[src/design/rv_frontend_pkg.sv]
`default_nettype none

package rv_frontend_pkg;

    localparam int xlen       = 32;
    localparam int half_width = 16;

    typedef logic [xlen-1:0] addr_t;

    localparam addr_t reset_pc = '0;

    // Major opcodes out of the expander
    localparam logic [6:0] op_load  = 7'b0000011;
    localparam logic [6:0] op_store = 7'b0100011;
    localparam logic [6:0] op_imm   = 7'b0010011;
    localparam logic [6:0] op_reg   = 7'b0110011;
    localparam logic [6:0] op_lui   = 7'b0110111;

    typedef union packed {
        struct packed {
            logic [6:0] funct7;
            logic [4:0] rs2;
            logic [4:0] rs1;
            logic [2:0] funct3;
            logic [4:0] rd;
            logic [6:0] opcode;
        } r;
        struct packed {
            logic [11:0] imm12;
            logic [4:0]  rs1;
            logic [2:0]  funct3;
            logic [4:0]  rd;
            logic [6:0]  opcode;
        } i;
        struct packed {
            logic [6:0] imm_hi;     // imm[11:5]
            logic [4:0] rs2;
            logic [4:0] rs1;
            logic [2:0] funct3;
            logic [4:0] imm_lo;     // imm[4:0]
            logic [6:0] opcode;
        } s;
    } rv_instr_u;

endpackage

`default_nettype wire

[src/design/instr_stream_if.sv]
`timescale 1ns/100ps
`default_nettype none

interface instr_stream_if
    import rv_frontend_pkg::*;
();

    logic      valid;
    logic      ready;
    addr_t     pc;
    rv_instr_u word;
    logic      compressed;  // Came in as 16 bits
    logic      illegal;

    modport src (
        output valid, pc, word, compressed, illegal,
        input  ready
    );

    modport dst (
        input  valid, pc, word, compressed, illegal,
        output ready
    );

endinterface

`default_nettype wire

[src/design/compressed_expander.sv]
`timescale 1ns/100ps
`default_nettype none

module compressed_expander
    import rv_frontend_pkg::*;
(
    input  wire         clk,
    input  wire         arst_n,

    instr_stream_if.dst in,
    instr_stream_if.src out
);

logic [half_width-1:0] c;
logic [4:0]            rs1p;
logic [4:0]            rs2p;
logic [11:0]           imm6;
rv_instr_u             x;
logic                  bad;

function automatic rv_instr_u make_r(input logic [6:0] f7, input logic [4:0] rs2,
                                     input logic [4:0] rs1, input logic [2:0] f3,
                                     input logic [4:0] rd, input logic [6:0] op);
    rv_instr_u w;
    w.r.funct7 = f7;
    w.r.rs2    = rs2;
    w.r.rs1    = rs1;
    w.r.funct3 = f3;
    w.r.rd     = rd;
    w.r.opcode = op;
    return w;
endfunction

function automatic rv_instr_u make_i(input logic [11:0] imm, input logic [4:0] rs1,
                                     input logic [2:0] f3, input logic [4:0] rd,
                                     input logic [6:0] op);
    rv_instr_u w;
    w.i.imm12  = imm;
    w.i.rs1    = rs1;
    w.i.funct3 = f3;
    w.i.rd     = rd;
    w.i.opcode = op;
    return w;
endfunction

function automatic rv_instr_u make_s(input logic [11:0] imm, input logic [4:0] rs2,
                                     input logic [4:0] rs1, input logic [2:0] f3,
                                     input logic [6:0] op);
    rv_instr_u w;
    w.s.imm_hi = imm[11:5];
    w.s.rs2    = rs2;
    w.s.rs1    = rs1;
    w.s.funct3 = f3;
    w.s.imm_lo = imm[4:0];
    w.s.opcode = op;
    return w;
endfunction

assign c    = in.word[half_width-1:0];
assign rs1p = {2'b01, c[9:7]};          // x8..x15
assign rs2p = {2'b01, c[4:2]};
assign imm6 = {{6{c[12]}}, c[12], c[6:2]};

always_comb
begin
    x   = in.word;
    bad = in.compressed;                // Cleared by each supported form
    if (in.compressed)
    begin
        case (c[1:0])
            2'b00:
            begin
                if (c[15:13] == 3'b010)        // C.LW
                begin
                    x   = make_i({5'b0, c[5], c[12:10], c[6], 2'b00}, rs1p, 3'b010, rs2p,
                                 op_load);
                    bad = 1'b0;
                end
                else if (c[15:13] == 3'b110)   // C.SW
                begin
                    x   = make_s({5'b0, c[5], c[12:10], c[6], 2'b00}, rs2p, rs1p, 3'b010,
                                 op_store);
                    bad = 1'b0;
                end
            end
            2'b01:
            begin
                if (c[15:13] == 3'b000)        // C.ADDI
                begin
                    x   = make_i(imm6, c[11:7], 3'b000, c[11:7], op_imm);
                    bad = 1'b0;
                end
                else if (c[15:13] == 3'b010)   // C.LI
                begin
                    x   = make_i(imm6, 5'd0, 3'b000, c[11:7], op_imm);
                    bad = 1'b0;
                end
                else if (c[15:13] == 3'b011 && c[11:7] != 5'd2)   // C.LUI
                begin
                    x   = {{14{c[12]}}, c[12], c[6:2], c[11:7], op_lui};
                    bad = 1'b0;
                end
                else if (c[15:13] == 3'b100)
                begin
                    bad = 1'b0;
                    case (c[11:10])
                        2'b00: x = make_i({6'b000000, c[12], c[6:2]}, rs1p, 3'b101, rs1p,
                                          op_imm);                          // C.SRLI
                        2'b01: x = make_i({6'b010000, c[12], c[6:2]}, rs1p, 3'b101, rs1p,
                                          op_imm);                          // C.SRAI
                        2'b10: x = make_i(imm6, rs1p, 3'b111, rs1p, op_imm); // C.ANDI
                        default:
                        begin
                            case (c[6:5])
                                2'b00:   x = make_r(7'b0100000, rs2p, rs1p, 3'b000, rs1p,
                                                    op_reg);                // C.SUB
                                2'b01:   x = make_r(7'b0, rs2p, rs1p, 3'b100, rs1p, op_reg);
                                2'b10:   x = make_r(7'b0, rs2p, rs1p, 3'b110, rs1p, op_reg);
                                default: x = make_r(7'b0, rs2p, rs1p, 3'b111, rs1p, op_reg);
                            endcase
                            bad = c[12];                // RV64 only forms
                        end
                    endcase
                end
            end
            2'b10:
            begin
                if (c[15:13] == 3'b000)        // C.SLLI
                begin
                    x   = make_i({6'b0, c[12], c[6:2]}, c[11:7], 3'b001, c[11:7], op_imm);
                    bad = 1'b0;
                end
                else if (c[15:13] == 3'b100 && c[6:2] != 5'd0)
                begin
                    // C.ADD adds rd, C.MV adds x0
                    x   = make_r(7'b0, c[6:2], c[12] ? c[11:7] : 5'd0, 3'b000, c[11:7], op_reg);
                    bad = 1'b0;
                end
            end
            default: bad = 1'b1;
        endcase
        if (bad)
        begin
            x = in.word;                // Unsupported, forwarded as is
        end
    end
end

assign in.ready = !out.valid || out.ready;

always_ff @(posedge clk or negedge arst_n)
begin
    if (!arst_n)
    begin
        out.valid <= 1'b0;
    end
    else if (in.ready)
    begin
        out.valid <= in.valid;
    end
end

always_ff @(posedge clk)
begin
    if (in.valid && in.ready)
    begin
        out.word       <= x;
        out.pc         <= in.pc;
        out.compressed <= in.compressed;
        out.illegal    <= in.illegal || bad;
    end
end

endmodule

`default_nettype wire

[src/design/fetch_apb_master.sv]
`timescale 1ns/100ps
`default_nettype none

module fetch_apb_master
    import rv_frontend_pkg::*;
(
    input  wire             clk,
    input  wire             arst_n,

    output logic            psel,
    output logic            penable,
    output addr_t           paddr,
    output logic            pwrite,
    input  wire [xlen-1:0]  prdata,
    input  wire             pready,

    input  wire             aligner_room,
    output logic            word_valid,
    output logic [xlen-1:0] word_data
);

addr_t fetch_addr;
logic  done;

assign done = psel && penable && pready;

// psel/penable double as the phase state
always_ff @(posedge clk or negedge arst_n)
begin
    if (!arst_n)
    begin
        psel    <= 1'b0;
        penable <= 1'b0;
    end
    else if (!psel)
    begin
        if (aligner_room)
        begin
            psel <= 1'b1;           // Setup phase
        end
    end
    else if (!penable)
    begin
        penable <= 1'b1;            // Access phase
    end
    else if (pready)
    begin
        penable <= 1'b0;
        psel    <= aligner_room;    // Back to back if buffer has room
    end
end

always_ff @(posedge clk or negedge arst_n)
begin
    if (!arst_n)
    begin
        fetch_addr <= reset_pc;
    end
    else if (done)
    begin
        fetch_addr <= fetch_addr + 32'd4;
    end
end

assign paddr  = fetch_addr;
assign pwrite = 1'b0;

// One cycle pulse on completion
assign word_valid = done;
assign word_data  = prdata;

endmodule

`default_nettype wire

[src/design/instr_aligner.sv]
`timescale 1ns/100ps
`default_nettype none

module instr_aligner
    import rv_frontend_pkg::*;
(
    input  wire            clk,
    input  wire            arst_n,

    input  wire            word_valid,
    input  wire [xlen-1:0] word_data,
    output logic           aligner_room,

    instr_stream_if.src    out
);

logic [4*half_width-1:0] queue_q;     // Slot 0 in the low halfword
logic [4*half_width-1:0] queue_n;
logic [2:0]              count_q;
logic [2:0]              pop_cnt;
logic [2:0]              push_at;
logic [2:0]              fill;
addr_t                   pc_q;
logic                    head_c;
logic                    fire;

assign head_c = queue_q[1:0] != 2'b11;

assign out.valid      = head_c ? (count_q != 3'd0) : (count_q >= 3'd2);
assign out.pc         = pc_q;
assign out.compressed = head_c;
assign out.illegal    = 1'b0;
assign out.word       = head_c ? {{half_width{1'b0}}, queue_q[half_width-1:0]}
                               : queue_q[xlen-1:0];

assign fire    = out.valid && out.ready;
assign pop_cnt = !fire ? 3'd0 : (head_c ? 3'd1 : 3'd2);
assign push_at = count_q - pop_cnt;

// Counts the word landing this cycle, pops ignored
assign fill         = count_q + (word_valid ? 3'd2 : 3'd0);
assign aligner_room = fill <= 3'd2;

always_comb
begin
    case (pop_cnt)
        3'd1:    queue_n = {{half_width{1'b0}}, queue_q[4*half_width-1:half_width]};
        3'd2:    queue_n = {{xlen{1'b0}}, queue_q[4*half_width-1:xlen]};
        default: queue_n = queue_q;
    endcase

    if (word_valid)
    begin
        case (push_at)
            3'd0:    queue_n[xlen-1:0]        = word_data;
            3'd1:    queue_n[half_width+:xlen] = word_data;
            default: queue_n[xlen+:xlen]       = word_data;
        endcase
    end
end

always_ff @(posedge clk)
begin
    queue_q <= queue_n;
end

always_ff @(posedge clk or negedge arst_n)
begin
    if (!arst_n)
    begin
        count_q <= 3'd0;
        pc_q    <= reset_pc;
    end
    else
    begin
        count_q <= push_at + (word_valid ? 3'd2 : 3'd0);
        pc_q    <= pc_q + addr_t'({pop_cnt, 1'b0});     // 2 or 4 per instruction
    end
end

endmodule

`default_nettype wire

[src/design/instr_decoder.sv]
`timescale 1ns/100ps
`default_nettype none

module instr_decoder
    import rv_frontend_pkg::*;
(
    input  wire             clk,
    input  wire             arst_n,

    instr_stream_if.dst     in,

    output logic            out_valid,
    input  wire             out_ready,
    output addr_t           out_pc,
    output logic            out_compressed,
    output logic            out_illegal,
    output logic [6:0]      out_opcode,
    output logic [4:0]      out_rd,
    output logic [4:0]      out_rs1,
    output logic [4:0]      out_rs2,
    output logic [2:0]      out_funct3,
    output logic [6:0]      out_funct7,
    output logic [xlen-1:0] out_imm
);

logic [xlen-1:0] imm;

always_comb
begin
    case (in.word.r.opcode)
        op_load, op_imm: imm = {{20{in.word.i.imm12[11]}}, in.word.i.imm12};
        op_store:        imm = {{20{in.word.s.imm_hi[6]}}, in.word.s.imm_hi, in.word.s.imm_lo};
        op_lui:          imm = {in.word[31:12], 12'b0};
        op_reg:          imm = '0;
        default:         imm = '0;      // Unknown opcode
    endcase
end

assign in.ready = !out_valid || out_ready;

always_ff @(posedge clk or negedge arst_n)
begin
    if (!arst_n)
    begin
        out_valid <= 1'b0;
    end
    else if (in.ready)
    begin
        out_valid <= in.valid;
    end
end

always_ff @(posedge clk)
begin
    if (in.valid && in.ready)
    begin
        out_pc         <= in.pc;
        out_compressed <= in.compressed;
        out_illegal    <= in.illegal;
        out_opcode     <= in.word.r.opcode;
        out_rd         <= in.word.r.rd;
        out_rs1        <= in.word.r.rs1;
        out_rs2        <= in.word.r.rs2;
        out_funct3     <= in.word.r.funct3;
        out_funct7     <= in.word.r.funct7;
        out_imm        <= imm;
    end
end

endmodule

`default_nettype wire

[src/design/rv_frontend.sv]
`timescale 1ns/100ps
`default_nettype none

module rv_frontend
    import rv_frontend_pkg::*;
(
    input  wire             clk,
    input  wire             arst_n,

    // APB instruction memory
    output logic            psel,
    output logic            penable,
    output addr_t           paddr,
    output logic            pwrite,
    input  wire [xlen-1:0]  prdata,
    input  wire             pready,

    // Decoded instruction stream
    output logic            out_valid,
    input  wire             out_ready,
    output addr_t           out_pc,
    output logic            out_compressed,
    output logic            out_illegal,
    output logic [6:0]      out_opcode,
    output logic [4:0]      out_rd,
    output logic [4:0]      out_rs1,
    output logic [4:0]      out_rs2,
    output logic [2:0]      out_funct3,
    output logic [6:0]      out_funct7,
    output logic [xlen-1:0] out_imm
);

logic            word_valid;
logic [xlen-1:0] word_data;
logic            aligner_room;

instr_stream_if a2e ();
instr_stream_if e2d ();

fetch_apb_master u_fetch (
    .clk          (clk),
    .arst_n       (arst_n),
    .psel         (psel),
    .penable      (penable),
    .paddr        (paddr),
    .pwrite       (pwrite),
    .prdata       (prdata),
    .pready       (pready),
    .aligner_room (aligner_room),
    .word_valid   (word_valid),
    .word_data    (word_data)
);

instr_aligner u_aligner (
    .clk          (clk),
    .arst_n       (arst_n),
    .word_valid   (word_valid),
    .word_data    (word_data),
    .aligner_room (aligner_room),
    .out          (a2e.src)
);

compressed_expander u_expander (
    .clk    (clk),
    .arst_n (arst_n),
    .in     (a2e.dst),
    .out    (e2d.src)
);

instr_decoder u_decoder (
    .clk            (clk),
    .arst_n         (arst_n),
    .in             (e2d.dst),
    .out_valid      (out_valid),
    .out_ready      (out_ready),
    .out_pc         (out_pc),
    .out_compressed (out_compressed),
    .out_illegal    (out_illegal),
    .out_opcode     (out_opcode),
    .out_rd         (out_rd),
    .out_rs1        (out_rs1),
    .out_rs2        (out_rs2),
    .out_funct3     (out_funct3),
    .out_funct7     (out_funct7),
    .out_imm        (out_imm)
);

endmodule

`default_nettype wire

[config.mk]
export PLATFORM = sky130hd
export DESIGN_NAME = rv_frontend
export DESIGN_NICKNAME = d
export VERILOG_FILES = /design/src/design/rv_frontend_pkg.sv /design/src/design/instr_stream_if.sv /design/src/design/compressed_expander.sv /design/src/design/fetch_apb_master.sv /design/src/design/instr_aligner.sv /design/src/design/instr_decoder.sv /design/src/design/rv_frontend.sv
export SDC_FILE = /design/constraint.sdc
export NUM_CORES = 1
export LEC_CHECK = 0
export CAP_MARGIN = 20
export CORE_ASPECT_RATIO = 0.5
export CORE_UTILIZATION = 40
export CTS_BUF_LIST = sky130_fd_sc_hd__clkbuf_4 sky130_fd_sc_hd__clkbuf_8
export CTS_CLUSTER_SIZE = 40
export DETAILED_ROUTE_END_ITERATION = 10
export DONT_BUFFER_PORTS = 1
export GPL_TIMING_DRIVEN = 0
export PLACE_DENSITY = 0.59
export SYNTH_ARGS = -nofsm -noshare
export SYNTH_HDL_FRONTEND = slang
export SYNTH_SLANG_ARGS = --single-unit
[constraint.sdc]
create_clock -name clk -period 4.5 [get_ports clk]
set_clock_uncertainty 0.1 [all_clocks]
set_input_delay 0.45 -clock clk [delete_from_list [all_inputs] [get_ports clk]]
set_output_delay 0.45 -clock clk [all_outputs]
set_load 0.01 [all_outputs]
**After elaboration in Yosys (flattened, before gate mapping)**

Index checks and enable logic that the tools add are counted.

- Flip-flop bits (word level): 299
- Input bits: 36
- Output and inout port bits: 134
- Word-level logic and storage cells: 111

- $add $sub $neg: 5
- $lt $le $gt $ge: 2
- Equality and inequality tests: 19
- Mux-type cells: 43
- Reduce and logical (&&, ||, !) cells: 20

Operator list:

| cell | count |
|---|---|
| 2-to-1 mux 32 bit | 11 |
| case mux 32 bit (3 select lines) | 3 |
| case mux 64 bit (2 select lines) | 1 |
| case mux 31 bit (3 select lines) | 1 |
| 2-to-1 mux 64 bit | 1 |
| case mux 16 bit (2 select lines) | 2 |
| adder 32 x 3 -> 32 bit, second input constant | 1 |
| adder 32 x 4 -> 32 bit | 1 |
| 2-to-1 mux 16 bit | 2 |
| 2-to-1 mux 1 bit | 17 |
| == test 7 x 6 -> 1 bit, second input constant | 2 |
| == test 3 x 2 -> 1 bit, second input constant | 3 |
| == test 7 x 2 -> 1 bit, second input constant | 1 |
| == test 7 x 5 -> 1 bit, second input constant | 1 |
| adder 3 bit | 2 |
| == test 2 x 1 -> 1 bit, second input constant | 3 |
| == test 2 bit, second input constant | 3 |
| == test 3 x 1 -> 1 bit, second input constant | 2 |
| == test 3 bit, second input constant | 2 |
| logical AND 1 bit | 6 |
| zero test 2 bit | 3 |
| zero test 3 bit | 2 |
| 2-to-1 mux 5 bit | 1 |
| inequality test 5 x 2 -> 1 bit, second input constant | 1 |
| 13 further kinds | 17 |

**Longest topological paths before layout**

Gate-level depths: netlist of run 1.

- Word-level depth: 13
- Gate-level depth with buffers: 17
- Mapped depth without buffers: 12

**Modules after synthesis**

From an unflattened synthesis of run 1, not the netlist that was laid out.

- Cell total of the unflattened synthesis: 1121
- Area total of the unflattened synthesis: 13688.1 sq um

By module, submodules not included:

| module | times used | cells each | area each (sq um) | seq. area each (sq um) |
|---|---|---|---|---|
| instr_aligner | 1 | 483 | 5139.9 | 2132.0 |
| compressed_expander | 1 | 299 | 3420.8 | 2006.9 |
| instr_decoder | 1 | 178 | 3405.8 | 2967.8 |
| fetch_apb_master | 1 | 161 | 1721.7 | 800.8 |

**Least setup slack after synthesis of run 1**

OpenSTA, ideal clock, no wires.

- Kind: register to register
- Start point: register u_aligner.queue_q[1]
- End point: register u_aligner.pc_q[23] (netlist: u_aligner.out.pc[23])
- Library setup time: 123 ps
- Data arrival time: 3800 ps
- Data required time: 4277 ps
- Slack: 477 ps
- Cell stages (with the launch flop): 17
- Path buffers: 5
- Clock period less this slack: 4023 ps
- Cell sequence: dfxtp_1 > buf_4 > a21boi_1 > or3_1 > nand2_2 > inv_2 > buf_2 > buf_6 > buf_2 > nand2_1 > fa_1 > nand3b_1 > nor3_1 > and2_1 > clkbuf_1 > nand3_1 > xnor2_1

- Cells in the longest elaborated chain, start to end: 5
- Elaborated cells on any way between the ends: 6
- Those cells by class: 1 x add/sub; 1 x eq/ne; 3 x mux; 1 x reduce/logical

RTL lines:

| item | line | source |
|---|---|---|
| start: declaration | instr_aligner.sv:17 | `logic [4*half_width-1:0] queue_q;` |
| start signal: assignment | instr_aligner.sv:64 | `queue_q <= queue_n;` |
| inequality test 2 bit (*) | instr_aligner.sv:27 | `assign head_c = queue_q[1:0] != 2'b11;` |
| 2-to-1 mux 1 bit | instr_aligner.sv:29 | `assign out.valid = head_c ? (count_q != 3'd0) : (count_q >= 3'd2);` |
| logical AND 1 bit | instr_aligner.sv:36 | `assign fire = out.valid && out.ready;` |
| 2-to-1 mux 3 bit (*) | instr_aligner.sv:37 | `assign pop_cnt = !fire ? 3'd0 : (head_c ? 3'd1 : 3'd2);` |
| adder 32 x 4 -> 32 bit (*) | instr_aligner.sv:77 | `pc_q <= pc_q + addr_t'({pop_cnt, 1'b0});` |
| end signal: assignment | instr_aligner.sv:72 | `pc_q <= reset_pc;` |
| end signal: assignment | instr_aligner.sv:77 |  |
| end: declaration | instr_aligner.sv:23 | `addr_t pc_q;` |

Every way passes the cells marked *; elsewhere a longest branch is shown, timed or not.
A chain may end at the register's enable or synchronous reset.

**Worst setup path in the final report of run 1**

- Start point: register u_aligner.queue_q[0]
- End point: register u_aligner.queue_q[46]

- Cells in the longest elaborated chain, start to end: 8
- Elaborated cells on any way between the ends: 13
- Those cells by class: 1 x add/sub; 4 x eq/ne; 6 x mux; 2 x reduce/logical

RTL lines:

| item | line | source |
|---|---|---|
| inequality test 2 bit (*) | instr_aligner.sv:27 |  |
| 2-to-1 mux 1 bit | instr_aligner.sv:29 |  |
| logical AND 1 bit | instr_aligner.sv:36 |  |
| 2-to-1 mux 3 bit (*) | instr_aligner.sv:37 |  |
| subtractor 3 bit (tied with other cells) | instr_aligner.sv:38 | `assign push_at = count_q - pop_cnt;` |
| == test 3 x 1 -> 1 bit (tied with other cells) | instr_aligner.sv:54 | `case (push_at)` |
| case mux 16 bit (2 select lines) | instr_aligner.sv:54 |  |
| 2-to-1 mux 64 bit (*) | instr_aligner.sv:52 | `if (word_valid)` |
| net u_aligner.queue_n[46] | instr_aligner.sv:18 | `logic [4*half_width-1:0] queue_n;` |

The timed path passes the listed nets; every way through them passes the cells marked *.

==> results of run 1 <==
cell usage in the layout (no fill, tap or decap), types with 23 or more instances in the layout:
cell                            synthesis  final
sky130_fd_sc_hd__o21ai_0               81     81
sky130_fd_sc_hd__dfrtp_1               68     68
sky130_fd_sc_hd__clkbuf_8               0     54
sky130_fd_sc_hd__nand3_1               57     56
sky130_fd_sc_hd__dlygate4sd3_1          0     35
sky130_fd_sc_hd__nand2_1              130    130
sky130_fd_sc_hd__and3_1                24     24
sky130_fd_sc_hd__dfxtp_1               64     64
sky130_fd_sc_hd__o211ai_1              23     23
sky130_fd_sc_hd__a21oi_1               39     38
sky130_fd_sc_hd__xnor2_1               45     44
sky130_fd_sc_hd__nor2_1                38     36
sky130_fd_sc_hd__edfxtp_1             162    162
sky130_fd_sc_hd__clkbuf_1              31     27
registers in the layout (all words and copies together) (netlist names), 5 cells and up:
name	count
u_aligner.out.pc	31
u_aligner.queue_q	64
u_decoder.out_funct7	7
u_decoder.out_imm	32
u_decoder.out_opcode	7
u_decoder.out_pc	31
u_decoder.out_rd	5
u_decoder.out_rs1	5
u_decoder.out_rs2	5
u_expander.out.pc	31
u_expander.out.word	32
u_fetch.paddr	30
cells in the mapped netlist, drive strengths merged, types with 2 or more instances:
cell    number
a221o        2
clkbuf      31
or3          4
nor3         9
inv         23
nand2      131
nor3b        2
or2          2
dfrtp       68
o311ai       2
nand3b       4
o211a        3
nor2        40
o31ai        2
and4        12
o21ai       88
nand2b       9
mux2         2
and3        25
nand3       57
or4b         2
a211oi       3
o211ai      25
xnor2       45
o22ai        2
a22oi       20
nor2b        8
a21o        23
dfxtp       64
a211o        2
and2b        3
edfxtp     162
nor4         5
nand4       13
buf         28
a31oi        3
mux2i       18
ha           6
a21oi       39
xor2        16
fa           2
a22o        19
o21a         5
and2        17
worst max path at each step:
| stage | from | to | cells past startpoint |
|---|---|---|---|
| after floorplan | u_aligner.queue_q[1]$_DFF_P_ | u_aligner.out.pc[23]$_DFF_PN0_ | 16 |
| after global placement | u_aligner.queue_q[1]$_DFF_P_ | u_aligner.out.pc[31]$_DFF_PN0_ | 16 |
| after detailed placement | u_aligner.queue_q[0]$_DFF_P_ | u_aligner.queue_q[42]$_DFF_P_ | 17 |
| after CTS | u_aligner.queue_q[0]$_DFF_P_ | u_aligner.queue_q[12]$_DFF_P_ | 16 |
| after global routing | u_aligner.queue_q[0]$_DFF_P_ | u_aligner.queue_q[41]$_DFF_P_ | 15 |
| final | u_aligner.queue_q[0]$_DFF_P_ | u_aligner.queue_q[46]$_DFF_P_ | 15 |
worst reg2reg max path, cell delays in order, from the launching register on:
cell	delay, ps
sky130_fd_sc_hd__dfxtp_1	460
sky130_fd_sc_hd__a21boi_1	110
sky130_fd_sc_hd__or3_1	340
sky130_fd_sc_hd__nand2_2	230
sky130_fd_sc_hd__inv_2	60
sky130_fd_sc_hd__buf_2	200
sky130_fd_sc_hd__buf_6	160
sky130_fd_sc_hd__buf_4	210
sky130_fd_sc_hd__buf_16	230
sky130_fd_sc_hd__nand2_1	170
sky130_fd_sc_hd__inv_1	100
sky130_fd_sc_hd__fa_1	440
sky130_fd_sc_hd__xnor2_2	220
sky130_fd_sc_hd__a31oi_2	420
sky130_fd_sc_hd__clkbuf_1	440
sky130_fd_sc_hd__o21ai_0	170
what timing repair did:
action	in CTS	in global routing
resized for setup	2	16
pin swaps	0	1
gates cloned	0	0
hold endpoints to repair	135	0
setup endpoints to repair	15	68
hold buffers	36	0
power groups by stage:
stage          registers (mW)  logic (mW)  clock network [mW]
3_5_place_dp             5.01        3.32                   0
3_3_place_gp             5.02        3.22                   0
6_report                 4.96        3.46                2.32
5_1_grt                  5.07        3.83                2.51
2_1_floorplan            4.71        2.41                   0
4_1_cts                  4.97        3.40                2.39
kinds of logic after synthesis:
logic type | synth area share
XOR/XNOR | 0.04275
other | 0.0003001
AO/OA/AOI/OAI | 0.1296
AND/OR/NAND/NOR | 0.1410
buffers and inverters | 0.03304
multiplexers | 0.01622
flip-flops | 0.6280
adder cells (fa/ha/maj) | 0.009211
metal layers:
metal  GRT usage  routed length (um)  up-vias
li1            -                   -     4047
met1      0.2809               14620     4199
met2      0.3179               14690      331
met3     0.04197                2127       72
met4     0.06988                 847        2
met5           0                  13        -
final cells by class:
type / instances / area (um2)
Sequential cell: 294 / 7848
Timing Repair Buffer: 38 / 432.9
Multi-Input combinational cell: 683 / 4302
Antenna cell: 1 / 2.502
Clock inverter: 14 / 112.6
Clock buffer: 68 / 848.3
Fill cell: 2769 / 16020
Inverter: 23 / 86.33
Buffer: 60 / 334.1
Tap cell: 423 / 529.3
through the flow:
stage                     setup WS [ps]  utilization  area [um2]  hold WS, ps  instances
final                             315.1       0.4750       14500        194.8       1604
after global routing             -8.224       0.4750       14500        161.2       1604
after CTS                         4.499       0.4732       14440        103.0       1603
after detailed placement         -60.60       0.4292       13100        56.10       1485
after global placement           -719.5       0.4272       13040        56.39       1483
after floorplan                   476.7            -       12510        54.41       1060
==> metrics.txt, run 1 <==
power after layout=10.74 mW; max-capacitance violation count=0; clock insertion delay at the later pin of the skew report=580 ps; Port-buffer cells=0; DRC=0; fin nets=1188; H-tree depth=2; drt wl/cell=20.13 um; internal power summed over all cells=6.635 mW; wire length of the first global-routing pass=50250 um; io pins=170; Reg power frac=0.462; CTS tree=built; final setup TNS=0 ps; portion of the clock cycle consumed by the worst path in the final layout=0.9300; Setup crit start kind=register; cells after synthesis=1057; switching power total=4.108 mW; data required time at the worst endpoint=4840 ps; slowest cell delay on critical path=460 ps; crit path kind=reg -> reg; Post-synth EDFFs=162; Yosys warning total=0; clock period minus final worst setup slack=4185 ps; library cell with the largest summed area after synthesis=sky130_fd_sc_hd__edfxtp_1; tightest slew margin relative to the limit=0.2002; Post-Route WL=32300 um; count of different cell masters after synthesis=76; part of the total power dissipated in combinational logic=0.322; FFs w/ async S/R, synth=0.2313; area growth from synthesis to layout=15.99%; Worst Hold Launch=pready; switching share of power=0.3824; GR Util All Layers=0.2027; average size of a mapped cell=11.82 um2; total clock sinks=294; final hold viol count=0; clock-pin transition on the worst setup and hold timing paths=60 ps; share of cells above drive strength 1=0.1237; number of global-route vias before repair=8502; Hold Crit Class=in -> reg; sequential area share after synthesis=0.6280; number of nets with antenna violations after routing=0; floorplan die height=127.0 um; synthesized flop and latch total=294; initial antenna violation count=2; final HPWL from detailed placement=22750 um; remaining global-route overflow=0; Pwr Density=741.1 nW/um2; outcome=finished, final reports clean; critical-path cell with the highest stage delay=sky130_fd_sc_hd__dfxtp_1; final max-slew violation count=0; launch instance of the worst register-to-register path=u_aligner.queue_q[0]$_DFF_P_; cell row count=45; total of endpoints with negative setup slack in the final report=0; minimum setup slack among reg-to-reg paths=320 ps; endpoint of the worst hold-timing path=u_fetch.paddr[2]$_DFFE_PN0P_; slew at the pin closest to its max-slew limit=1191 ps; category of cells accounting for the largest share of critical-path delay=buffers and inverters; cell at the root of the clock tree=sky130_fd_sc_hd__clkbuf_8; number of CTS-inserted buffers=44; standard cell core area=30520 um2; vias after detailed routing=8651; routed vias/inst=5.393; Reg2Reg Depth=15; Worst Path Arrival=4520 ps; initial cell density of the core=0.4095; First-pass DRT Iterations=5; LEAKAGE=5.844 nW; largest cells by area after synthesis=sky130_fd_sc_hd__edfxtp_1 39%, sky130_fd_sc_hd__dfrtp_1 14%, sky130_fd_sc_hd__dfxtp_1 10%; post-CTS repair timing setup buffer count=0; number of buffers on the longest clock path=3; sort of element at the end of the critical path=register; largest net degree at the start of global routing=69; final weighted congestion of routability-driven global placement=0.9397; area fraction of the dominant cell type after synthesis=0.3893; largest vdd supply drop=269.5 uV; width of the die=252.0 um; Hold Path Depth=2; die area=32000 um2; top fanout value on the critical path=59; achievable clock frequency=0.2390 GHz; number of buffers and inverters on the critical path=7; Crit Reg-Reg Endpoint=u_aligner.queue_q[46]$_DFF_P_; cell-by-cell listing of the critical path=a21boi_1 > or3_1 > nand2_2 > inv_2 > buf_2 > buf_6 > buf_4 > buf_16 > nand2_1 > inv_1 > fa_1 > xnor2_2 > a31oi_2 > clkbuf_1 > o21ai_0; starting DRC count in detailed routing=735; Clk network pwr share=0.216; post-synthesis instance area=12500 um2; flip-flop cell with the highest count after synthesis=sky130_fd_sc_hd__edfxtp_1
Note: power is estimated with default switching activity, not from simulation.
==> run 2, diff against run 1 <==
ABC_AREA = 1   (was not set)
==> metrics.txt, run 2 <==
die area=32850 um2 (was 32000 um2); max-capacitance violation count=0 (unchanged); sequential area share after synthesis=0.6115 (was 0.6280); cell at the root of the clock tree=sky130_fd_sc_hd__clkbuf_8 (unchanged); post-synthesis instance area=12830 um2 (was 12500 um2); Post-Route WL=34780 um (was 32300 um); CTS tree=built (unchanged); routed vias/inst=5.154 (was 5.393); switching share of power=0.3862 (was 0.3824); cells after synthesis=1311 (was 1057); DRC=0 (unchanged); part of the total power dissipated in combinational logic=0.296 (was 0.322); area used by multi-input combinational logic=4278 um2 (was 4302 um2); GR Util All Layers=0.2124 (was 0.2027); sort of element at the end of the critical path=register (unchanged); Hold Crit Class=reg -> reg (was in -> reg); Setup crit start kind=register (unchanged); final-layout worst hold slack=311.4 ps (was 194.8 ps); Post-synth top cells=376 x sky130_fd_sc_hd__nand2_1, 162 x sky130_fd_sc_hd__edfxtp_1, 120 x sky130_fd_sc_hd__inv_1 (was 162 x sky130_fd_sc_hd__edfxtp_1, 130 x sky130_fd_sc_hd__nand2_1, 81 x sky130_fd_sc_hd__o21ai_0); internal power summed over all cells=6.258 mW (was 6.635 mW); most frequent cells in the layout=376 x sky130_fd_sc_hd__nand2_1, 162 x sky130_fd_sc_hd__edfxtp_1, 120 x sky130_fd_sc_hd__inv_1 (was 162 x sky130_fd_sc_hd__edfxtp_1, 130 x sky130_fd_sc_hd__nand2_1, 81 x sky130_fd_sc_hd__o21ai_0); crit path kind=reg -> reg (unchanged); area fraction of the dominant cell type after synthesis=0.3791 (was 0.3893); final max-slew violation count=0 (unchanged); synthesized flop and latch total=294 (unchanged); Filler cells=2853 (was 2769); number of CTS-inserted buffers=43 (was 44); initial antenna violation count=2 (unchanged); final HPWL from detailed placement=24510 um (was 22750 um); top fanout value on the critical path=11 (was 59); Largest register FFs=64 (unchanged); area growth from synthesis to layout=15.32% (was 15.99%); floorplan die height=128.7 um (was 127.0 um); number of buffers on the longest clock path=3 (unchanged); minimum setup slack among reg-to-reg paths=450 ps (was 320 ps); number of global-route vias before repair=9653 (was 8502); largest vdd supply drop=284.5 uV (was 269.5 uV); final hold viol count=0 (unchanged); io pins=170 (unchanged); clock period minus final worst setup slack=4054 ps (was 4185 ps); final weighted congestion of routability-driven global placement=0.9124 (was 0.9397); number of nets with antenna violations after routing=0 (unchanged); clock insertion delay at the later pin of the skew report=590 ps (was 580 ps); Post-synth EDFFs=162 (unchanged); area occupied by registers=7848 um2 (unchanged); width of the die=255.3 um (was 252.0 um); RSZ-0062 raised after global routing=no; Reg power frac=0.479 (was 0.462); Pwr Density=688.9 nW/um2 (was 741.1 nW/um2); Yosys warning total=0 (unchanged); outcome=finished, final reports clean (unchanged); Worst Path Arrival=4470 ps (was 4520 ps); H-tree depth=2 (unchanged); standard cell core area=30910 um2 (was 30520 um2); FFs w/ async S/R, synth=0.2313 (unchanged); initial cell density of the core=0.4152 (was 0.4095); total of endpoints with negative setup slack in the final report=0 (unchanged); share of cells above drive strength 1=0.1039 (was 0.1237); total clock sinks=294 (unchanged); First-pass DRT Iterations=5 (unchanged); largest cells by area after synthesis=sky130_fd_sc_hd__edfxtp_1 38%, sky130_fd_sc_hd__dfrtp_1 13%, sky130_fd_sc_hd__nand2_1 11% (was sky130_fd_sc_hd__edfxtp_1 39%, sky130_fd_sc_hd__dfrtp_1 14%, sky130_fd_sc_hd__dfxtp_1 10%); cell row count=45 (unchanged); starting DRC count in detailed routing=792 (was 735); final core occ=0.4788 (was 0.4750); drt wl/cell=18.71 um (was 20.13 um); biggest regs=u_aligner.queue_q x64, u_decoder.out_imm x32, u_expander.out.word x32 (unchanged); average size of a mapped cell=9.789 um2 (was 11.82 um2); remaining global-route overflow=0 (unchanged); achievable clock frequency=0.2467 GHz (was 0.2390 GHz); most used standard cell by instance count after synthesis=sky130_fd_sc_hd__nand2_1 (was sky130_fd_sc_hd__edfxtp_1); LEAKAGE=6.178 nW (was 5.844 nW); wire length of the first global-routing pass=54140 um (was 50250 um); vias after detailed routing=9582 (was 8651); largest net degree at the start of global routing=69 (unchanged); portion of the clock cycle consumed by the worst path in the final layout=0.9008 (was 0.9300); count of different cell masters after synthesis=49 (was 76); slew at the pin closest to its max-slew limit=686.5 ps (was 1191 ps); most common cell after layout, fill and taps aside=sky130_fd_sc_hd__nand2_1 (was sky130_fd_sc_hd__edfxtp_1); final setup TNS=0 ps (unchanged); data required time at the worst endpoint=4910 ps (was 4840 ps); clock-pin transition on the worst setup and hold timing paths=70 ps (was 60 ps); most flop-heavy register=u_aligner.queue_q (unchanged); power after layout=10.19 mW (was 10.74 mW); fin nets=1445 (was 1188); Clk network pwr share=0.225 (was 0.216); Port-buffer cells=0 (unchanged); library cell with the largest summed area after synthesis=sky130_fd_sc_hd__edfxtp_1 (unchanged); flip-flop cell with the highest count after synthesis=sky130_fd_sc_hd__edfxtp_1 (unchanged); tightest slew margin relative to the limit=0.5423 (was 0.2002); switching power total=3.937 mW (was 4.108 mW)
[run 2: final timing paths]
path,to,depth (start not counted),start
setup / recovery,u_aligner.queue_q[29]$_DFF_P_,15,u_aligner.queue_q[1]$_DFF_P_
hold / removal,u_decoder.out_illegal$_DFFE_PP_,0,u_expander.out.illegal$_SDFFCE_PP0N_
setup reg to reg,u_aligner.queue_q[29]$_DFF_P_,15,u_aligner.queue_q[1]$_DFF_P_
hold reg to reg,u_decoder.out_illegal$_DFFE_PP_,0,u_expander.out.illegal$_SDFFCE_PP0N_
max in group asynchronous,u_fetch.paddr[16]$_DFFE_PN0P_,2,arst_n
min in group asynchronous,u_decoder.out_valid$_DFFE_PN0P_,2,arst_n
[run 2: critical path, stage by stage (launching register included)]
cell and delay [ps]:
sky130_fd_sc_hd__dfxtp_1 520, sky130_fd_sc_hd__nand2_4 150, sky130_fd_sc_hd__inv_6 170, sky130_fd_sc_hd__o21ai_4 90
sky130_fd_sc_hd__nand2_8 120, sky130_fd_sc_hd__nor2_8 60, sky130_fd_sc_hd__buf_2 230, sky130_fd_sc_hd__ha_1 240
sky130_fd_sc_hd__fa_1 410, sky130_fd_sc_hd__xnor2_2 250, sky130_fd_sc_hd__nand3_2 290, sky130_fd_sc_hd__nor2_2 300
sky130_fd_sc_hd__buf_2 330, sky130_fd_sc_hd__nand2_1 80, sky130_fd_sc_hd__nand3_1 90, sky130_fd_sc_hd__dlygate4sd3_1 560
[run 2: cell families (layout without fill, tap and decap cells)]
group                      count (synthesis)  after routing  synth area share
buffers and inverters                    171            291           0.05694
xor gates and xnor gates                  60             60           0.04153
and+or+nand+nor                          639            639            0.2168
AOI/OAI and AO/OA                        138            138           0.06396
other                                      1              6         0.0002922
adders and majority gates                  8              8          0.008969
DFF                                      294            294            0.6115
[run 2: area by class of cell]
cell class / instances / share of cell area
Timing Repair Buffer: 42 / 0.03280
Antenna cell: 2 / 0.0003382
Clock inverter: 17 / 0.009723
Tap cell: 423 / 0.03576
Inverter: 128 / 0.03297
Clock buffer: 61 / 0.05250
Multi-Input combinational cell: 849 / 0.2891
Buffer: 43 / 0.01657
Sequential cell: 294 / 0.5303
[run 2: power groups by stage]
stage          Combinational, mW  Clock, mW  Sequential (mW)
3_3_place_gp                2.73          0             4.97
6_report                    3.02       2.30             4.88
3_5_place_dp                2.89          0             4.94
5_1_grt                     3.32       2.48             4.96
4_1_cts                     2.98       2.35             4.89
2_1_floorplan               2.01          0             4.71
[run 2: stage by stage]
| stage | std cells | setup WS (ps) | instance area [um2] |
|---|---|---|---|
| finish | 1859 | 446.3 | 14800 |
| detailed placement | 1741 | 880.9 | 13480 |
| global route | 1859 | 274.3 | 14800 |
| global placement | 1737 | -295.4 | 13380 |
| floorplan | 1314 | 626.8 | 12850 |
| CTS | 1857 | 498.9 | 14790 |
[run 2: layer usage]
metal,up-vias,global-route usage,part of all wire
li1,4537,-,-
met1,4568,0.2759,0.43
met2,395,0.3491,0.47
met3,82,0.04689,0.076
met4,0,0.08469,0.029
met5,-,0,0
[run 2: timing repair]
action,4_1_cts,5_1_grt
hold endpoints to repair,135,0
setup buffers,0,0
gates resized for setup,0,0
setup endpoints to repair,0,0
hold buffers,38,0
==> run 3, diff against run 2 <==
CTS_CLUSTER_DIAMETER = 60   (was not set)
REMOVE_ABC_BUFFERS = 1   (was not set)
==> metrics.txt, run 3 (same netlist as run 2, synthesis figures left out) <==
routed vias/inst=5.095 (was 5.154); area occupied by registers=7849 um2 (was 7848 um2); initial cell density of the core=0.4152 (unchanged); total clock sinks=294 (unchanged); outcome=finished, final reports clean (unchanged); remaining global-route overflow=0 (unchanged); wire length of the first global-routing pass=48130 um (was 54140 um); DRC=0 (unchanged); data required time at the worst endpoint=4880 ps (was 4910 ps); clock period minus final worst setup slack=4280 ps (was 4054 ps); achievable clock frequency=0.2336 GHz (was 0.2467 GHz); area used by multi-input combinational logic=4303 um2 (was 4278 um2); number of global-route vias before repair=8674 (was 9653); final max-slew violation count=0 (unchanged); busiest grt layer=met2 (unchanged); Largest register FFs=64 (unchanged); launch instance of the worst register-to-register path=u_aligner.queue_q[0]$_DFF_P_ (was u_aligner.queue_q[1]$_DFF_P_); Clk network pwr share=0.143 (was 0.225); Hold Path Depth=0 (unchanged); global routing met1 resource utilization=0.2475 (was 0.2759); vias after detailed routing=9013 (was 9582); Reg2Reg Depth=14 (was 15); fin nets=1381 (was 1445); Crit Reg-Reg Endpoint=u_aligner.queue_q[59]$_DFF_P_ (was u_aligner.queue_q[29]$_DFF_P_); area growth from synthesis to layout=9.867% (was 15.32%); Port-buffer cells=0 (unchanged); floorplan die height=128.7 um (unchanged); final-layout worst hold slack=324.2 ps (was 311.4 ps); initial antenna violation count=2 (unchanged); met2 usage in global routing=0.3171 (was 0.3491); die area=32850 um2 (unchanged); max-capacitance violation count=0 (unchanged); switching power total=3.590 mW (was 3.937 mW); most common cell after layout, fill and taps aside=sky130_fd_sc_hd__nand2_1 (unchanged); internal power summed over all cells=5.367 mW (was 6.258 mW); CTS tree=built (unchanged); largest vdd supply drop=238.3 uV (was 284.5 uV); H-tree depth=1 (was 2); final HPWL from detailed placement=21250 um (was 24510 um); LEAKAGE=5.735 nW (was 6.178 nW); number of CTS-inserted buffers=13 (was 43); final weighted congestion of routability-driven global placement=0.9260 (was 0.9124); GR Util All Layers=0.1860 (was 0.2124); standard cell core area=30910 um2 (unchanged); largest net degree at the start of global routing=69 (unchanged); Reg power frac=0.543 (was 0.479); crit path kind=reg -> reg (unchanged); part of the total power dissipated in combinational logic=0.314 (was 0.296); switching share of power=0.4008 (was 0.3862); Worst Path Arrival=4660 ps (was 4470 ps); most flop-heavy register=u_aligner.queue_q (unchanged); cell at the root of the clock tree=sky130_fd_sc_hd__clkbuf_8 (unchanged); Setup crit start kind=register (unchanged); portion of the clock cycle consumed by the worst path in the final layout=0.9511 (was 0.9008); Hold Crit Class=reg -> reg (unchanged); minimum setup slack among reg-to-reg paths=220 ps (was 450 ps); First-pass DRT Iterations=5 (unchanged); clock insertion delay at the later pin of the skew report=610 ps (was 590 ps); Post-Route WL=30940 um (was 34780 um); RSZ-0062 raised after global routing=no (unchanged); slew at the pin closest to its max-slew limit=848.6 ps (was 686.5 ps); cell row count=45 (unchanged); total of endpoints with negative setup slack in the final report=0 (unchanged); width of the die=255.3 um (unchanged); sort of element at the end of the critical path=register (unchanged); Pwr Density=635.3 nW/um2 (was 688.9 nW/um2); number of buffers on the longest clock path=3 (unchanged); io pins=170 (unchanged); global routing met3 resource utilization=0.03172 (was 0.04689); clock-pin transition on the worst setup and hold timing paths=210 ps (was 70 ps); biggest regs=u_aligner.queue_q x64, u_decoder.out_imm x32, u_expander.out.word x32 (unchanged); tightest slew margin relative to the limit=0.4326 (was 0.5423); Filler cells=2846 (was 2853); power after layout=8.957 mW (was 10.19 mW); most frequent cells in the layout=375 x sky130_fd_sc_hd__nand2_1, 162 x sky130_fd_sc_hd__edfxtp_1, 119 x sky130_fd_sc_hd__inv_1 (was 376 x sky130_fd_sc_hd__nand2_1, 162 x sky130_fd_sc_hd__edfxtp_1, 120 x sky130_fd_sc_hd__inv_1); Worst Hold Launch=u_expander.out.pc[18]$_DFFE_PN_ (was u_expander.out.illegal$_SDFFCE_PP0N_); endpoint of the worst hold-timing path=u_decoder.out_pc[18]$_DFFE_PP_ (was u_decoder.out_illegal$_DFFE_PP_); starting DRC count in detailed routing=670 (was 792); final hold viol count=0 (unchanged); drt wl/cell=17.49 um (was 18.71 um); share of cells above drive strength 1=0.06101 (was 0.1039); number of nets with antenna violations after routing=0 (unchanged); top fanout value on the critical path=53 (was 11)
==> run 3: cell types whose count changed in the layout (fill, tap and decap cells not counted), sizes merged <==
cell | before | now
clkbuf | 71 | 13
buf | 38 | 15
clkinv | 13 | 2
clkinvlp | 1 | 3
dlygate4sd3 | 37 | 35
inv | 129 | 131
==> run 3: worst max path at each step <==
stage                                       from                            endpoint  slack [ps]  cells past startpoint
global placement                       out_ready   u_decoder.out_funct7[3]$_DFFE_PP_       -3000                      2
finish              u_aligner.queue_q[0]$_DFF_P_       u_aligner.queue_q[59]$_DFF_P_         220                     14
detailed placement  u_aligner.queue_q[1]$_DFF_P_       u_aligner.queue_q[55]$_DFF_P_        -740                     13
global route        u_aligner.queue_q[0]$_DFF_P_       u_aligner.queue_q[50]$_DFF_P_          10                     14
CTS                 u_aligner.queue_q[1]$_DFF_P_       u_aligner.queue_q[39]$_DFF_P_         130                     12
floorplan                              out_ready  u_decoder.out_compressed$_DFFE_PP_       -1360                      2
==> run 3: power groups by stage <==
stage / Clock (mW) / Sequential [mW] / Combinational [mW]
floorplan: 0 / 4.75 / 1.85
CTS: 1.34 / 4.88 / 2.78
global route: 1.42 / 4.96 / 3.14
global placement: 0 / 5.02 / 2.44
detailed placement: 0 / 4.95 / 2.63
finish: 1.28 / 4.87 / 2.81
==> run 3: area by class of cell <==
type	count	area share
repair inverters	1	0.0005324
flip-flops and latches	294	0.5567
well taps	423	0.03754
clock buffers	13	0.01269
multi-input cells	849	0.3052
clock inverters	9	0.009939
inverters	128	0.03505
repair buffers	50	0.04206
diodes	2	0.0003550
==> run 3: what timing repair did <==
action | CTS | global route
gates resized for setup | 6 | 2
setup endpoints to repair | 64 | 62
pin swaps | 2 | 0
endpoints found under the hold margin | 135 | 0
hold buffers | 36 | 0
gates cloned | 1 | 0
buffers inserted | 8 | 0
==> run 3: stage by stage <==
stage	util	instance area, um2	worst slack (ps)	cells	setup TNS, ps
2_1_floorplan	-	12600	-1358	1271	-131740
3_3_place_gp	0.4248	13130	-2998	1694	-383370
3_5_place_dp	0.4300	13290	-742.2	1700	-29280
4_1_cts	0.4559	14090	133.5	1767	0
5_1_grt	0.4561	14100	13.11	1769	0
6_report	0.4561	14100	219.9	1769	0
==> run 3: routing by layer <==
metal / vias to the layer above / part of all wire
li1: 4385 / -
met1: 4318 / 0.45
met2: 276 / 0.48
met3: 34 / 0.053
met4: 0 / 0.017
met5: - / 0
==> run 3: worst max-delay path, cell delays in order (launching register included) <==
cell                         delay, ps
sky130_fd_sc_hd__dfxtp_1           460
sky130_fd_sc_hd__nand2_4           110
sky130_fd_sc_hd__inv_6             280
sky130_fd_sc_hd__o21ai_4           130
sky130_fd_sc_hd__nand2_8           300
sky130_fd_sc_hd__inv_6             260
sky130_fd_sc_hd__nand2_4           280
sky130_fd_sc_hd__inv_2             260
sky130_fd_sc_hd__fa_1              510
sky130_fd_sc_hd__xnor2_2           300
sky130_fd_sc_hd__nand2_1           160
sky130_fd_sc_hd__nand2_4           310
sky130_fd_sc_hd__clkinvlp_4        160
sky130_fd_sc_hd__buf_4             190
sky130_fd_sc_hd__o31ai_1           250
